**src/common/wb_interconnect_settings.svh**
```systemverilog
/*
 * Bus widths, register bank sizing and address-map bit positions
 */
`ifndef WB_INTERCONNECT_SETTINGS_SVH
`define WB_INTERCONNECT_SETTINGS_SVH

//////////////////////////////////////////////////
// Bus widths
//////////////////////////////////////////////////

// Data bus width
`define WB_DATA_W 32
// Word address width on the fabric
`define WB_ADDR_W 32
// Address width of the off-chip RAM port
`define WB_RAM_AW 26

//////////////////////////////////////////////////
// Register banks
//////////////////////////////////////////////////

// Banks in the generate loop
`define WB_NUM_BANKS 4
// 32-bit registers per bank
`define WB_BANK_REGS 8

//////////////////////////////////////////////////
// Address map skip bits
//////////////////////////////////////////////////

// Set means RAM
`define WB_RAM_SEL_BIT 26
// Bank index starts just above the register index
`define WB_BANK_IDX_LSB 3
// Everything from here up must be zero
`define WB_TOP_ZERO_LSB 27

`endif
```
**src/common/wb_pkg.sv**
```systemverilog
/*
 * Wishbone request and response structs, bank strobe vector
 */
`include "wb_interconnect_settings.svh"

package wb_pkg;

	//////////////////////////////////////////////////
	// Master to slave
	//////////////////////////////////////////////////

	// Pipelined request, one transfer per stb without stall
	typedef struct packed {
		logic                  cyc;
		logic                  stb;
		logic                  we;
		logic [`WB_ADDR_W-1:0] addr;
		logic [`WB_DATA_W-1:0] data;
	} wb_req_t;

	//////////////////////////////////////////////////
	// Slave to master
	//////////////////////////////////////////////////

	// One ack or err per accepted request
	// Stall is combinational
	typedef struct packed {
		logic                  ack;
		logic                  stall;
		logic                  err;
		logic [`WB_DATA_W-1:0] data;
	} wb_rsp_t;

	// One-hot register bank strobes
	typedef logic [`WB_NUM_BANKS-1:0] bank_sel_t;

endpackage

```
**src/hw/wb_interconnect_top.sv**
```systemverilog
/*
 * Interconnect top: arbiter, delay stage, decoder, banks, merger, RAM port
 */
`timescale 1ns/1ps
`include "wb_interconnect_settings.svh"

module wb_interconnect_top (
	input  logic                  i_clk,
	input  logic                  i_rst_n,
	input  wb_pkg::wb_req_t       i_cpu_req,
	input  wb_pkg::wb_req_t       i_host_req,
	output wb_pkg::wb_rsp_t       o_cpu_rsp,
	output wb_pkg::wb_rsp_t       o_host_rsp,
	output logic                  o_ram_cyc,
	output logic                  o_ram_stb,
	output logic                  o_ram_we,
	output logic [`WB_RAM_AW-1:0] o_ram_addr,
	output logic [`WB_DATA_W-1:0] o_ram_wdata,
	input  logic                  i_ram_ack,
	input  logic                  i_ram_stall,
	input  logic                  i_ram_err,
	input  logic [`WB_DATA_W-1:0] i_ram_rdata,
	output logic [`WB_ADDR_W-1:0] o_bus_err_addr
);

	// Arbiter side and fabric side of the delay stage
	wb_pkg::wb_req_t   arb_req;
	wb_pkg::wb_rsp_t   arb_rsp;
	wb_pkg::wb_req_t   fab_req;
	wb_pkg::wb_rsp_t   fab_rsp;
	wb_pkg::bank_sel_t bank_stb;
	logic              unmapped;
	logic [`WB_NUM_BANKS-1:0]                bank_ack;
	logic [`WB_NUM_BANKS-1:0][`WB_DATA_W-1:0] bank_data;

	//////////////////////////////////////////////////
	// Masters to the fabric
	//////////////////////////////////////////////////

	wb_priority_arbiter u_arbiter (
		.i_clk      (i_clk),
		.i_rst_n    (i_rst_n),
		.i_cpu_req  (i_cpu_req),
		.i_host_req (i_host_req),
		.o_cpu_rsp  (o_cpu_rsp),
		.o_host_rsp (o_host_rsp),
		.o_bus_req  (arb_req),
		.i_bus_rsp  (arb_rsp)
	);

	wb_bus_delay u_delay (
		.i_clk    (i_clk),
		.i_rst_n  (i_rst_n),
		.i_up_req (arb_req),
		.o_up_rsp (arb_rsp),
		.o_dn_req (fab_req),
		.i_dn_rsp (fab_rsp)
	);

	//////////////////////////////////////////////////
	// Fabric
	//////////////////////////////////////////////////

	wb_addr_decoder u_decoder (
		.i_req      (fab_req),
		.o_bank_stb (bank_stb),
		.o_ram_stb  (o_ram_stb),
		.o_unmapped (unmapped)
	);

	for (genvar b = 0; b < `WB_NUM_BANKS; b++)
	begin : g_bank
		wb_reg_bank u_bank (
			.i_clk   (i_clk),
			.i_rst_n (i_rst_n),
			.i_stb   (bank_stb[b]),
			.i_req   (fab_req),
			.o_ack   (bank_ack[b]),
			.o_data  (bank_data[b])
		);
	end

	wb_response_merge u_merge (
		.i_clk          (i_clk),
		.i_rst_n        (i_rst_n),
		.i_req          (fab_req),
		.i_bank_ack     (bank_ack),
		.i_bank_data    (bank_data),
		.i_unmapped     (unmapped),
		.i_ram_ack      (i_ram_ack),
		.i_ram_stall    (i_ram_stall),
		.i_ram_err      (i_ram_err),
		.i_ram_data     (i_ram_rdata),
		.o_rsp          (fab_rsp),
		.o_bus_err_addr (o_bus_err_addr)
	);

	// Off-chip RAM controller port
	assign o_ram_cyc   = fab_req.cyc;
	assign o_ram_we    = fab_req.we;
	assign o_ram_addr  = fab_req.addr[`WB_RAM_AW-1:0];
	assign o_ram_wdata = fab_req.data;

endmodule

```
**src/fabric/wb_response_merge.sv**
```systemverilog
/*
 * Registered ack/data merge, bus error detection, error address capture
 */
`timescale 1ns/1ps
`include "wb_interconnect_settings.svh"

module wb_response_merge (
	input  logic                                    i_clk,
	input  logic                                    i_rst_n,
	input  wb_pkg::wb_req_t                         i_req,
	input  logic [`WB_NUM_BANKS-1:0]                i_bank_ack,
	input  logic [`WB_NUM_BANKS-1:0][`WB_DATA_W-1:0] i_bank_data,
	input  logic                                    i_unmapped,
	input  logic                                    i_ram_ack,
	input  logic                                    i_ram_stall,
	input  logic                                    i_ram_err,
	input  logic [`WB_DATA_W-1:0]                   i_ram_data,
	output wb_pkg::wb_rsp_t                         o_rsp,
	output logic [`WB_ADDR_W-1:0]                   o_bus_err_addr
);

	// Banks plus the RAM port
	localparam int NSRC = `WB_NUM_BANKS + 1;

	logic [NSRC-1:0]       ack_vec;
	logic                  many_ack;
	logic                  fab_stall;
	logic                  err_d;
	logic                  unmapped_q;
	logic                  ack_q;
	logic                  err_q;
	logic [`WB_DATA_W-1:0] data_d;
	logic [`WB_DATA_W-1:0] data_q;
	// Address of the last strobe on the fabric
	logic [`WB_ADDR_W-1:0] addr_q;

	assign ack_vec = {i_ram_ack, i_bank_ack};

	// More than one bit set
	assign many_ack = |(ack_vec & (ack_vec - 1'b1));

	assign fab_stall = i_req.cyc && i_ram_stall;

	//////////////////////////////////////////////////
	// Error sources
	//////////////////////////////////////////////////

	// Delayed unmapped flag lands where a bank ack would
	assign err_d = i_req.cyc && (many_ack || unmapped_q || i_ram_err);

	// Source data mux, RAM when no bank acks
	always_comb
	begin
		data_d = i_ram_data;
		for (int b = 0; b < `WB_NUM_BANKS; b++)
			if (i_bank_ack[b])
				data_d = i_bank_data[b];
	end

	always_ff @(posedge i_clk)
	begin
		if (!i_rst_n)
		begin
			unmapped_q     <= 1'b0;
			ack_q          <= 1'b0;
			err_q          <= 1'b0;
			o_bus_err_addr <= '0;
		end
		else
		begin
			// Only strobes actually taken count
			unmapped_q <= i_unmapped && !fab_stall;
			// Err replaces ack, never both
			ack_q <= i_req.cyc && (|ack_vec) && !err_d;
			err_q <= err_d;
			if (err_d)
				o_bus_err_addr <= addr_q;
		end
	end

	always_ff @(posedge i_clk)
	begin
		data_q <= data_d;
		if (i_req.cyc && i_req.stb)
			addr_q <= i_req.addr;
	end

	// Stall straight through from the RAM port
	assign o_rsp = '{ack: ack_q, stall: fab_stall, err: err_q, data: data_q};

endmodule

```
**src/fabric/wb_reg_bank.sv**
```systemverilog
/*
 * Eight read/write registers, ack one cycle after the strobe
 */
`timescale 1ns/1ps
`include "wb_interconnect_settings.svh"

module wb_reg_bank (
	input  logic                  i_clk,
	input  logic                  i_rst_n,
	input  logic                  i_stb,
	input  wb_pkg::wb_req_t       i_req,
	output logic                  o_ack,
	output logic [`WB_DATA_W-1:0] o_data
);

	localparam int IDX_W = $clog2(`WB_BANK_REGS);

	logic [`WB_DATA_W-1:0] regs [`WB_BANK_REGS];
	// Register select from the low address bits
	logic [IDX_W-1:0]      idx;

	assign idx = i_req.addr[IDX_W-1:0];

	// Never stalls, so every strobe is acked next cycle
	always_ff @(posedge i_clk)
	begin
		if (!i_rst_n)
		begin
			o_ack <= 1'b0;
			for (int r = 0; r < `WB_BANK_REGS; r++)
				regs[r] <= '0;
		end
		else
		begin
			o_ack <= i_stb;
			if (i_stb && i_req.we)
				regs[idx] <= i_req.data;
		end
	end

	// Read returns the contents before this cycle's write
	always_ff @(posedge i_clk)
	begin
		if (i_stb)
			o_data <= regs[idx];
	end

endmodule

```
**src/fabric/wb_addr_decoder.sv**
```systemverilog
/*
 * Skip-bit address decode into bank strobes, RAM strobe, unmapped flag
 */
`timescale 1ns/1ps
`include "wb_interconnect_settings.svh"

module wb_addr_decoder (
	input  wb_pkg::wb_req_t   i_req,
	output wb_pkg::bank_sel_t o_bank_stb,
	output logic              o_ram_stb,
	output logic              o_unmapped
);

	// Bank index field width and the first bit above it
	localparam int IDX_W   = $clog2(`WB_NUM_BANKS);
	localparam int MID_LSB = `WB_BANK_IDX_LSB + IDX_W;

	logic             req_stb;
	logic             top_err;
	logic             ram_hit;
	logic             bank_hit;
	logic [IDX_W-1:0] bank_idx;

	assign req_stb = i_req.cyc && i_req.stb;

	//////////////////////////////////////////////////
	// Region select
	//////////////////////////////////////////////////

	// High bits must be clear for anything legal
	assign top_err = |i_req.addr[`WB_ADDR_W-1:`WB_TOP_ZERO_LSB];

	// RAM bit set, lower bits are the RAM word address
	assign ram_hit = !top_err && i_req.addr[`WB_RAM_SEL_BIT];

	// Bank space needs every bit between index and RAM bit clear
	assign bank_hit = !top_err && !i_req.addr[`WB_RAM_SEL_BIT]
		&& !(|i_req.addr[`WB_RAM_SEL_BIT-1:MID_LSB]);

	assign bank_idx = i_req.addr[MID_LSB-1:`WB_BANK_IDX_LSB];

	//////////////////////////////////////////////////
	// Strobes
	//////////////////////////////////////////////////

	always_comb
	begin
		for (int b = 0; b < `WB_NUM_BANKS; b++)
			o_bank_stb[b] = req_stb && bank_hit && (bank_idx == b);
	end

	assign o_ram_stb = req_stb && ram_hit;

	// Nobody claims it, the merger turns this into err
	assign o_unmapped = req_stb && !ram_hit && !(|o_bank_stb);

endmodule

```
**src/hw/wb_bus_delay.sv**
```systemverilog
/*
 * One registered stage on the request and response paths
 */
`timescale 1ns/1ps
`include "wb_interconnect_settings.svh"

module wb_bus_delay (
	input  logic            i_clk,
	input  logic            i_rst_n,
	input  wb_pkg::wb_req_t i_up_req,
	output wb_pkg::wb_rsp_t o_up_rsp,
	output wb_pkg::wb_req_t o_dn_req,
	input  wb_pkg::wb_rsp_t i_dn_rsp
);

	// Downstream request register
	logic                  dn_cyc;
	logic                  dn_stb;
	logic                  dn_we;
	logic [`WB_ADDR_W-1:0] dn_addr;
	logic [`WB_DATA_W-1:0] dn_data;
	// Upstream response register
	logic                  up_ack;
	logic                  up_err;
	logic [`WB_DATA_W-1:0] up_data;
	// Held strobe not yet taken downstream
	logic                  hold;

	assign hold = dn_stb && i_dn_rsp.stall;

	//////////////////////////////////////////////////
	// Request path
	//////////////////////////////////////////////////

	always_ff @(posedge i_clk)
	begin
		if (!i_rst_n)
		begin
			dn_cyc <= 1'b0;
			dn_stb <= 1'b0;
		end
		else
		begin
			dn_cyc <= i_up_req.cyc;
			// Dropped cyc aborts a pending strobe
			if (!i_up_req.cyc)
				dn_stb <= 1'b0;
			else if (!hold)
				dn_stb <= i_up_req.stb;
		end
	end

	// Payload follows the strobe, frozen while held
	always_ff @(posedge i_clk)
	begin
		if (!hold)
		begin
			dn_we   <= i_up_req.we;
			dn_addr <= i_up_req.addr;
			dn_data <= i_up_req.data;
		end
	end

	assign o_dn_req = '{cyc: dn_cyc, stb: dn_stb, we: dn_we, addr: dn_addr, data: dn_data};

	//////////////////////////////////////////////////
	// Response path
	//////////////////////////////////////////////////

	always_ff @(posedge i_clk)
	begin
		if (!i_rst_n)
		begin
			up_ack <= 1'b0;
			up_err <= 1'b0;
		end
		else
		begin
			up_ack <= i_up_req.cyc && i_dn_rsp.ack;
			up_err <= i_up_req.cyc && i_dn_rsp.err;
		end
	end

	always_ff @(posedge i_clk)
		up_data <= i_dn_rsp.data;

	// Stall back to the master straight from the held strobe
	assign o_up_rsp = '{ack: up_ack, stall: hold, err: up_err, data: up_data};

endmodule

```
**src/hw/wb_priority_arbiter.sv**
```systemverilog
/*
 * Two-master priority arbiter, CPU port first, owner holds the bus
 */
`timescale 1ns/1ps

module wb_priority_arbiter (
	input  logic            i_clk,
	input  logic            i_rst_n,
	input  wb_pkg::wb_req_t i_cpu_req,
	input  wb_pkg::wb_req_t i_host_req,
	output wb_pkg::wb_rsp_t o_cpu_rsp,
	output wb_pkg::wb_rsp_t o_host_rsp,
	output wb_pkg::wb_req_t o_bus_req,
	input  wb_pkg::wb_rsp_t i_bus_rsp
);

	// Current owner, low means CPU port
	logic host_owner;
	// Owner has let go of the bus
	logic owner_idle;

	assign owner_idle = host_owner ? !i_host_req.cyc : !i_cpu_req.cyc;

	// Grant moves only between bus cycles
	// CPU wins whenever it asks, host only when CPU is quiet
	always_ff @(posedge i_clk)
	begin
		if (!i_rst_n)
			host_owner <= 1'b0;
		else if (owner_idle)
			host_owner <= !i_cpu_req.cyc && i_host_req.cyc;
	end

	// Owner's request goes downstream untouched
	assign o_bus_req = host_owner ? i_host_req : i_cpu_req;

	//////////////////////////////////////////////////
	// Response steering
	//////////////////////////////////////////////////

	always_comb
	begin
		o_cpu_rsp  = i_bus_rsp;
		o_host_rsp = i_bus_rsp;
		if (host_owner)
		begin
			// CPU waits on stall
			o_cpu_rsp.ack   = 1'b0;
			o_cpu_rsp.err   = 1'b0;
			o_cpu_rsp.stall = 1'b1;
		end
		else
		begin
			// Host waits on stall
			o_host_rsp.ack   = 1'b0;
			o_host_rsp.err   = 1'b0;
			o_host_rsp.stall = 1'b1;
		end
	end

endmodule

```
**config.mk**
```make
export PLATFORM = sky130hd
export DESIGN_NAME = wb_interconnect_top
export DESIGN_NICKNAME = d
export VERILOG_FILES = /design/src/common/wb_pkg.sv /design/src/hw/wb_interconnect_top.sv /design/src/fabric/wb_response_merge.sv /design/src/fabric/wb_reg_bank.sv /design/src/fabric/wb_addr_decoder.sv /design/src/hw/wb_bus_delay.sv /design/src/hw/wb_priority_arbiter.sv
export VERILOG_INCLUDE_DIRS = /design/src /design/src/common
export SDC_FILE = /design/constraint.sdc
export NUM_CORES = 2
export LEC_CHECK = 0
export BUFFER_PORTS_ARGS = -buffer_cell sky130_fd_sc_hd__buf_2
export CAP_MARGIN = 20
export CORE_MARGIN = 3
export CORE_UTILIZATION = 45
export CTS_BUF_LIST = sky130_fd_sc_hd__clkbuf_8
export CTS_CLUSTER_DIAMETER = 150
export DETAILED_ROUTE_END_ITERATION = 6
export RECOVER_POWER = 25
export SLEW_MARGIN = 10
export SYNTH_ARGS = -nofsm -noshare
export SYNTH_HDL_FRONTEND = slang
export SYNTH_HIERARCHICAL = 1
export SYNTH_SLANG_ARGS = --single-unit
export TNS_END_PERCENT = 30
```
**constraint.sdc**
```tcl
create_clock -name i_clk -period 5.15 [get_ports i_clk]
set_input_delay 0.2575 -clock i_clk [delete_from_list [all_inputs] [get_ports i_clk]]
set_output_delay 0.2575 -clock i_clk [all_outputs]
set_load 0.005 [all_outputs]
```
# == After elaboration in Yosys (flattened, before gate mapping) ==
# Memories as Yosys holds them, arrays and structs flattened. A register that Yosys moved wholly into a read port is not among the register bits.
# Cells that the tools add are included.
# totals
wordCells,108
memories,4
ram_bits,1024
in_bits,171
register_bits,205
out_inout_bits,163
# memory_table
name,words,word_bits,rd,rd_ports_with_merged_regs,write_ports,line_no,rtl
g_bank[0].u_bank.regs,8,32,1,1,8,wb_reg_bank.sv:18,logic [`WB_DATA_W-1:0] regs [`WB_BANK_REGS];
g_bank[1].u_bank.regs,8,32,1,1,8,wb_reg_bank.sv:18,
g_bank[2].u_bank.regs,8,32,1,1,8,wb_reg_bank.sv:18,
g_bank[3].u_bank.regs,8,32,1,1,8,wb_reg_bank.sv:18,
# classes
add_sub_neg,1
bitwise,1
reduce_logical,47
muxes,33
eq_ne,3
# op_table
operator,n
$mux 32,8
$reduce_or 32->1,4
$mux 67,1
$logic_and 1x1->1,25
$reduce_or 21->1,1
$mux 1,18
$mux 3,6
$reduce_or 5->1,3
$logic_not 1->1,9
$and 5x5->5,1
$sub 5x1->5 const B,1
$eq 2x2->1 const B,2
$reduce_or 4->1,1
$eq 2x1->1 const B,1
$logic_not 2->1,1
$logic_or 1x1->1,2
$reduce_and 2->1,1

# == Logic depth before layout (Yosys ltp) ==
# depth
ltp_word,12
mapped_depth,9
depth_no_buf,7

# == Cells and area by module ==
# The synthesis kept the hierarchy.
# modules_own_cells
mod,area_each_um2,cells_each,instances,seq_area_each_um2
wb_reg_bank at g_bank[1].u_bank ...,12669.7,738,3,8668.3
wb_reg_bank at g_bank[0].u_bank,12468.2,738,1,8668.3
wb_response_merge,4400.5,445,1,2302.2
wb_bus_delay,2758.9,113,1,2672.6
wb_priority_arbiter,1584.0,149,1,20.0
wb_addr_decoder,158.9,22,1,0.0

# == Worst setup path after synthesis ==
# No wires, ideal clock.
# synth_path
path_kind,reg2reg
from,register u_delay.dn_addr[30]
to,"memory g_bank[2].u_bank/regs[3][0] in the netlist's numbering, enable pin"
required_ns,4.684
period_less_slack_ns,5.546
t_arrival_ns,5.081
setup_ns,0.466
n_path_buf,0
stages_incl_launch_ff,7
setup_slack_ns,-0.396
cell_sequence,edfxtp_1 > or4_4 > or3_4 > nor4_2 > and2_1 > nand4b_1 > o21ai_0
# synth_lines
element,line_no,rtl
from (decl),wb_bus_delay.sv:20,logic [`WB_ADDR_W-1:0] dn_addr;
from (signal assigned),wb_bus_delay.sv:59,dn_addr <= i_up_req.addr;
to (decl),wb_reg_bank.sv:18,

# == Final worst setup path ==
# layout_path
from,register u_delay.dn_addr[6]
to,"register g_bank[2].u_bank.o_data[11], read port of g_bank[2].u_bank.regs, enable pin"
# layout_between
elab_chain_len,5
# layout_rtl
element,line_no,rtl
$reduce_or 21->1,wb_addr_decoder.sv:38,&& !(|i_req.addr[`WB_RAM_SEL_BIT-1:MID_LSB]);
$logic_not 1->1,wb_addr_decoder.sv:38,
$logic_and 1x1->1,wb_addr_decoder.sv:37,assign bank_hit = !top_err && !i_req.addr[`WB_RAM_SEL_BIT]
$logic_and 1x1->1 (2 in a row),wb_addr_decoder.sv:49,o_bank_stb[b] = req_stb && bank_hit && (bank_idx == b);
via bank_stb[2],wb_interconnect_top.sv:31,wb_pkg::bank_sel_t bank_stb;
to (decl),wb_reg_bank.sv:13,output logic [`WB_DATA_W-1:0] o_data
# The timed path passes the listed nets, and every way through them passes these cells.
# A chain may end at the register's enable or synchronous reset.

==> flow_metrics.tcl <==
set metrics [dict create \
    instances_no_fill 6145 \
    drc 0 \
    path_cells "nor4_1 -> clkbuf_1 -> nand4_1 -> nor4_1 -> and2_2 -> clkbuf_1" \
    die_area_um2 136300 \
    vias 32970 \
    ys_seq_area_share_pct 66.80 \
    routedWlPerCell_um 26.46 \
    globalplace.congestion 0.8340 \
    boundaryPins 334 \
    synth_cell_types 53 \
    hold_violations 0 \
    drive_gt1_share_pct 20.58 \
    met3_wirelength_mm 12.73 \
    final_util_pct 52.30 \
    cts.sinks 1357 \
    slowest_delay_ps 1410 \
    rsz0062_at_grt "no" \
    synthTopCellsByCount "edfxtp_1 (1249), and2_1 (1034), nand2_1 (274)" \
    initial_core_util_pct 45.57 \
    clock_path_buffers 3 \
    worst_ep_required_time_ps 5650 \
    antenna_found_initial 15 \
    yosysTopAreaCellShare_pct 63.16 \
    synth_area_um2 59380 \
    min_period_ps 4446 \
    ant_nets 0 \
    total_power_mw 23.32 \
    grt_usage_pct 23.88 \
    syn_to_final_growth_pct 14.77 \
    crit_fanout 33 \
    p_sw_mw 5.639 \
    swShare_pct 24.18 \
    layout.nets 4396 \
    r2r_slack_ps 700 \
    skew_ps 49.07 \
    hold_path.startpoint "i_cpu_req[29]" \
    p_leak_nw 25.84 \
    die_w_um 369.3 \
    clkLatencyLatePin_ps 940 \
    numCtsBuffers 220 \
    arrival_ps 4940 \
    cts_root_buf "clkbuf_8" \
    avgSynthCellArea_um2 16.13 \
    pwr-share-seq_pct 53.7 \
    placed_area_um2 63090 \
    syn_inst 3681 \
    worst_slew_pin_slew_ps 2533 \
    cts.clk_slew.worst_paths_ps 70 \
    route.met2.wl_mm 78.04 \
    hold_class "in -> reg" \
    status "finished, violations left" \
    cts_tree "done" \
    finalCritPeriodShare_pct 86.32 \
    maxCapViolCount 42 \
    holdWs_ps 163.5 \
    critPathKind "reg -> reg" \
    setup_slack_ps 704.5 \
    p_per_area_nw_per_um2 342.2 \
    final.setup.tns_ps 0 \
    crit_buf_inv 2 \
    finalSetupViolCount 0 \
    slew_headroom_pct -68.88 \
    yosysWarnings 6 \
    p_int_mw 17.68 \
    synth-edff-count 1249 \
    cp-start-kind "flop" \
    synth_fp_nets 3852 \
    r2r_end "g_bank[2].u_bank/o_data[11]$_DFFE_PP_" \
    postCtsSetupBuffers 0 \
    cp_top_family "simple AND/OR/NAND/NOR gates" \
    worstRegToRegCells 6 \
    violations "max-capacitance violations, max-slew violations" \
    dpl.cell_count 5603 \
    combPwrFrac_pct 8.1 \
    synth_most_common_cell "edfxtp_1" \
    dieHeight_um 369.3 \
    min_path_cells 3 \
    met1_length_mm 67.00 \
    grt_pass1_wl_mm 233.7 \
    synthTopCellsByArea "edfxtp_1 (63%), and2_1 (11%), mux4_1 (6.2%), mux4_2 (4.2%), dfxtp_1 (3.6%)" \
    synth-async-reset-ratio_pct 0 \
    ys.flop_type "edfxtp_1" \
    pre_cts_slack_ps 1201 \
    finalInstanceArea_um2 68150 \
    drtIter0Drc 3434 \
    r2r-start "u_delay/dn_addr[6]$_DFFE_PN_" \
    hold_end "u_delay/dn_data[29]$_DFFE_PN_" \
    port_buffers 333 \
    slowest_stage "clkbuf_1" \
    avgViaCountPerCell 5.365 \
    grt_max_degree 70 \
    max_freq_ghz 0.2249 \
    final_max_slew_viol_count 1385 \
    synth_seq_cells 1357 \
    first_pass_iters 5 \
    place_hpwl_mm 98.00 \
    routed.top_layer "met5" \
    ctsHtreeMaxLevel 4 \
    overflow 0 \
    finalWirelength_mm 162.6 \
    vdd_drop_max_mv 0.2616 \
    core-area_um2 130300 \
    synth_area_leader_cell "edfxtp_1" \
    critPathCaptureType "flop" \
    pwr-share-clk_pct 38.2 \
    fp-row-count 132 \
    grt_pass1_vias 33710 \
]
==> sequential cells by signal, indices dropped and copies added (netlist names), 32 cells and up <==
signal and count:
u_delay/dn_data 32, u_merge/data_q 32, u_merge/o_bus_err_addr 32, g_bank.u_bank/o_data 128, u_merge/addr_q 32, u_delay/up_data 32, g_bank.u_bank/regs 1024, u_delay/dn_addr 32
==> metal layers <==
layer	up-vias	global-route usage (%)
met5	-	0
met4	2	8.319
met3	237	5.877
met2	1226	38.31
met1	16850	31.85
li1	14660	-
==> worst register-to-register path, delay by kind of cell (launching register included) <==
kind	cells	cell delay, ps
AND/OR/NAND/NOR	4	2020
buffers and inverters	2	1590
flip-flops	1	400
==> power by group through the flow <==
stage | clock (mW) | combinational (mW) | sequential [mW]
6_report | 8.92 | 1.89 | 12.5
5_1_grt | 9.63 | 1.98 | 12.5
4_1_cts | 9.12 | 1.96 | 12.5
3_5_place_dp | 0 | 1.86 | 12.7
3_3_place_gp | 0 | 1.85 | 12.7
2_1_floorplan | 0 | 0.981 | 12.8
==> cell usage in the layout, fill, tap and decap left out, drive strengths merged, types with 4 or more instances in the layout <==
cell         Yosys  layout
a21oi            5       5
a31o             4       4
and2          1035    1035
and3             4       4
buf            175     348
bufinv           0       7
clkbuf         123     368
clkinv           0      72
dfxtp          108     108
diode            0       6
dlygate4sd3      0     141
edfxtp        1249    1249
inv             10      86
mux2           146     146
mux2i          100     100
mux4           252     252
nand2          275     275
nand2b          18      18
nand3b           6       6
nand4            5       5
nand4b           4       4
nor2            35      35
nor3            11      11
nor4             6       6
o21ai           91      91
o32a             4       4
==> how the worst max path moves through the flow <==
| stage | from | to | cells past startpoint |
|---|---|---|---|
| 6_report | u_delay/dn_addr[6]$_DFFE_PN_ | g_bank[2].u_bank/o_data[11]$_DFFE_PP_ | 6 |
| 4_1_cts | u_delay/dn_addr[30]$_DFFE_PN_ | g_bank[0].u_bank/regs[4][27]$_SDFFCE_PN0P_ | 8 |
| 5_1_grt | u_delay/dn_addr[5]$_DFFE_PN_ | g_bank[2].u_bank/o_data[11]$_DFFE_PP_ | 6 |
| 2_1_floorplan | u_delay/dn_addr[30]$_DFFE_PN_ | g_bank[2].u_bank/regs[3][0]$_SDFFCE_PN0P_ | 6 |
| 3_3_place_gp | u_delay/dn_addr[6]$_DFFE_PN_ | g_bank[0].u_bank/regs[4][3]$_SDFFCE_PN0P_ | 9 |
| 3_5_place_dp | u_delay/dn_addr[30]$_DFFE_PN_ | g_bank[0].u_bank/regs[4][8]$_SDFFCE_PN0P_ | 8 |
==> cell families after synthesis <==
| kind of cell | count (synthesis) | share of synthesized area [%] |
|---|---|---|
| mux | 498 | 15.24 |
| buf+inv | 308 | 3.199 |
| simple gates | 1407 | 13.73 |
| flops | 1357 | 66.80 |
| compound gates | 110 | 1.014 |
| xor+xnor | 1 | 0.01475 |
==> timing repair <==
item | 4_1_cts | 5_1_grt
hold buffers | 141 | 0
gates resized for setup | 0 | 0
hold endpoints to repair | 93 | 0
==> layout make-up <==
class,count,area [um2]
antenna,6,15.01
fill,10750,62160
clock buffer,237,3262
inverter,10,37.54
timing repair buffer,620,4079
sequential,1357,39670
clock inverter,157,905.9
tap,1742,2180
multi-input combinational,2016,18000
Power figures use the tool's default switching activity.
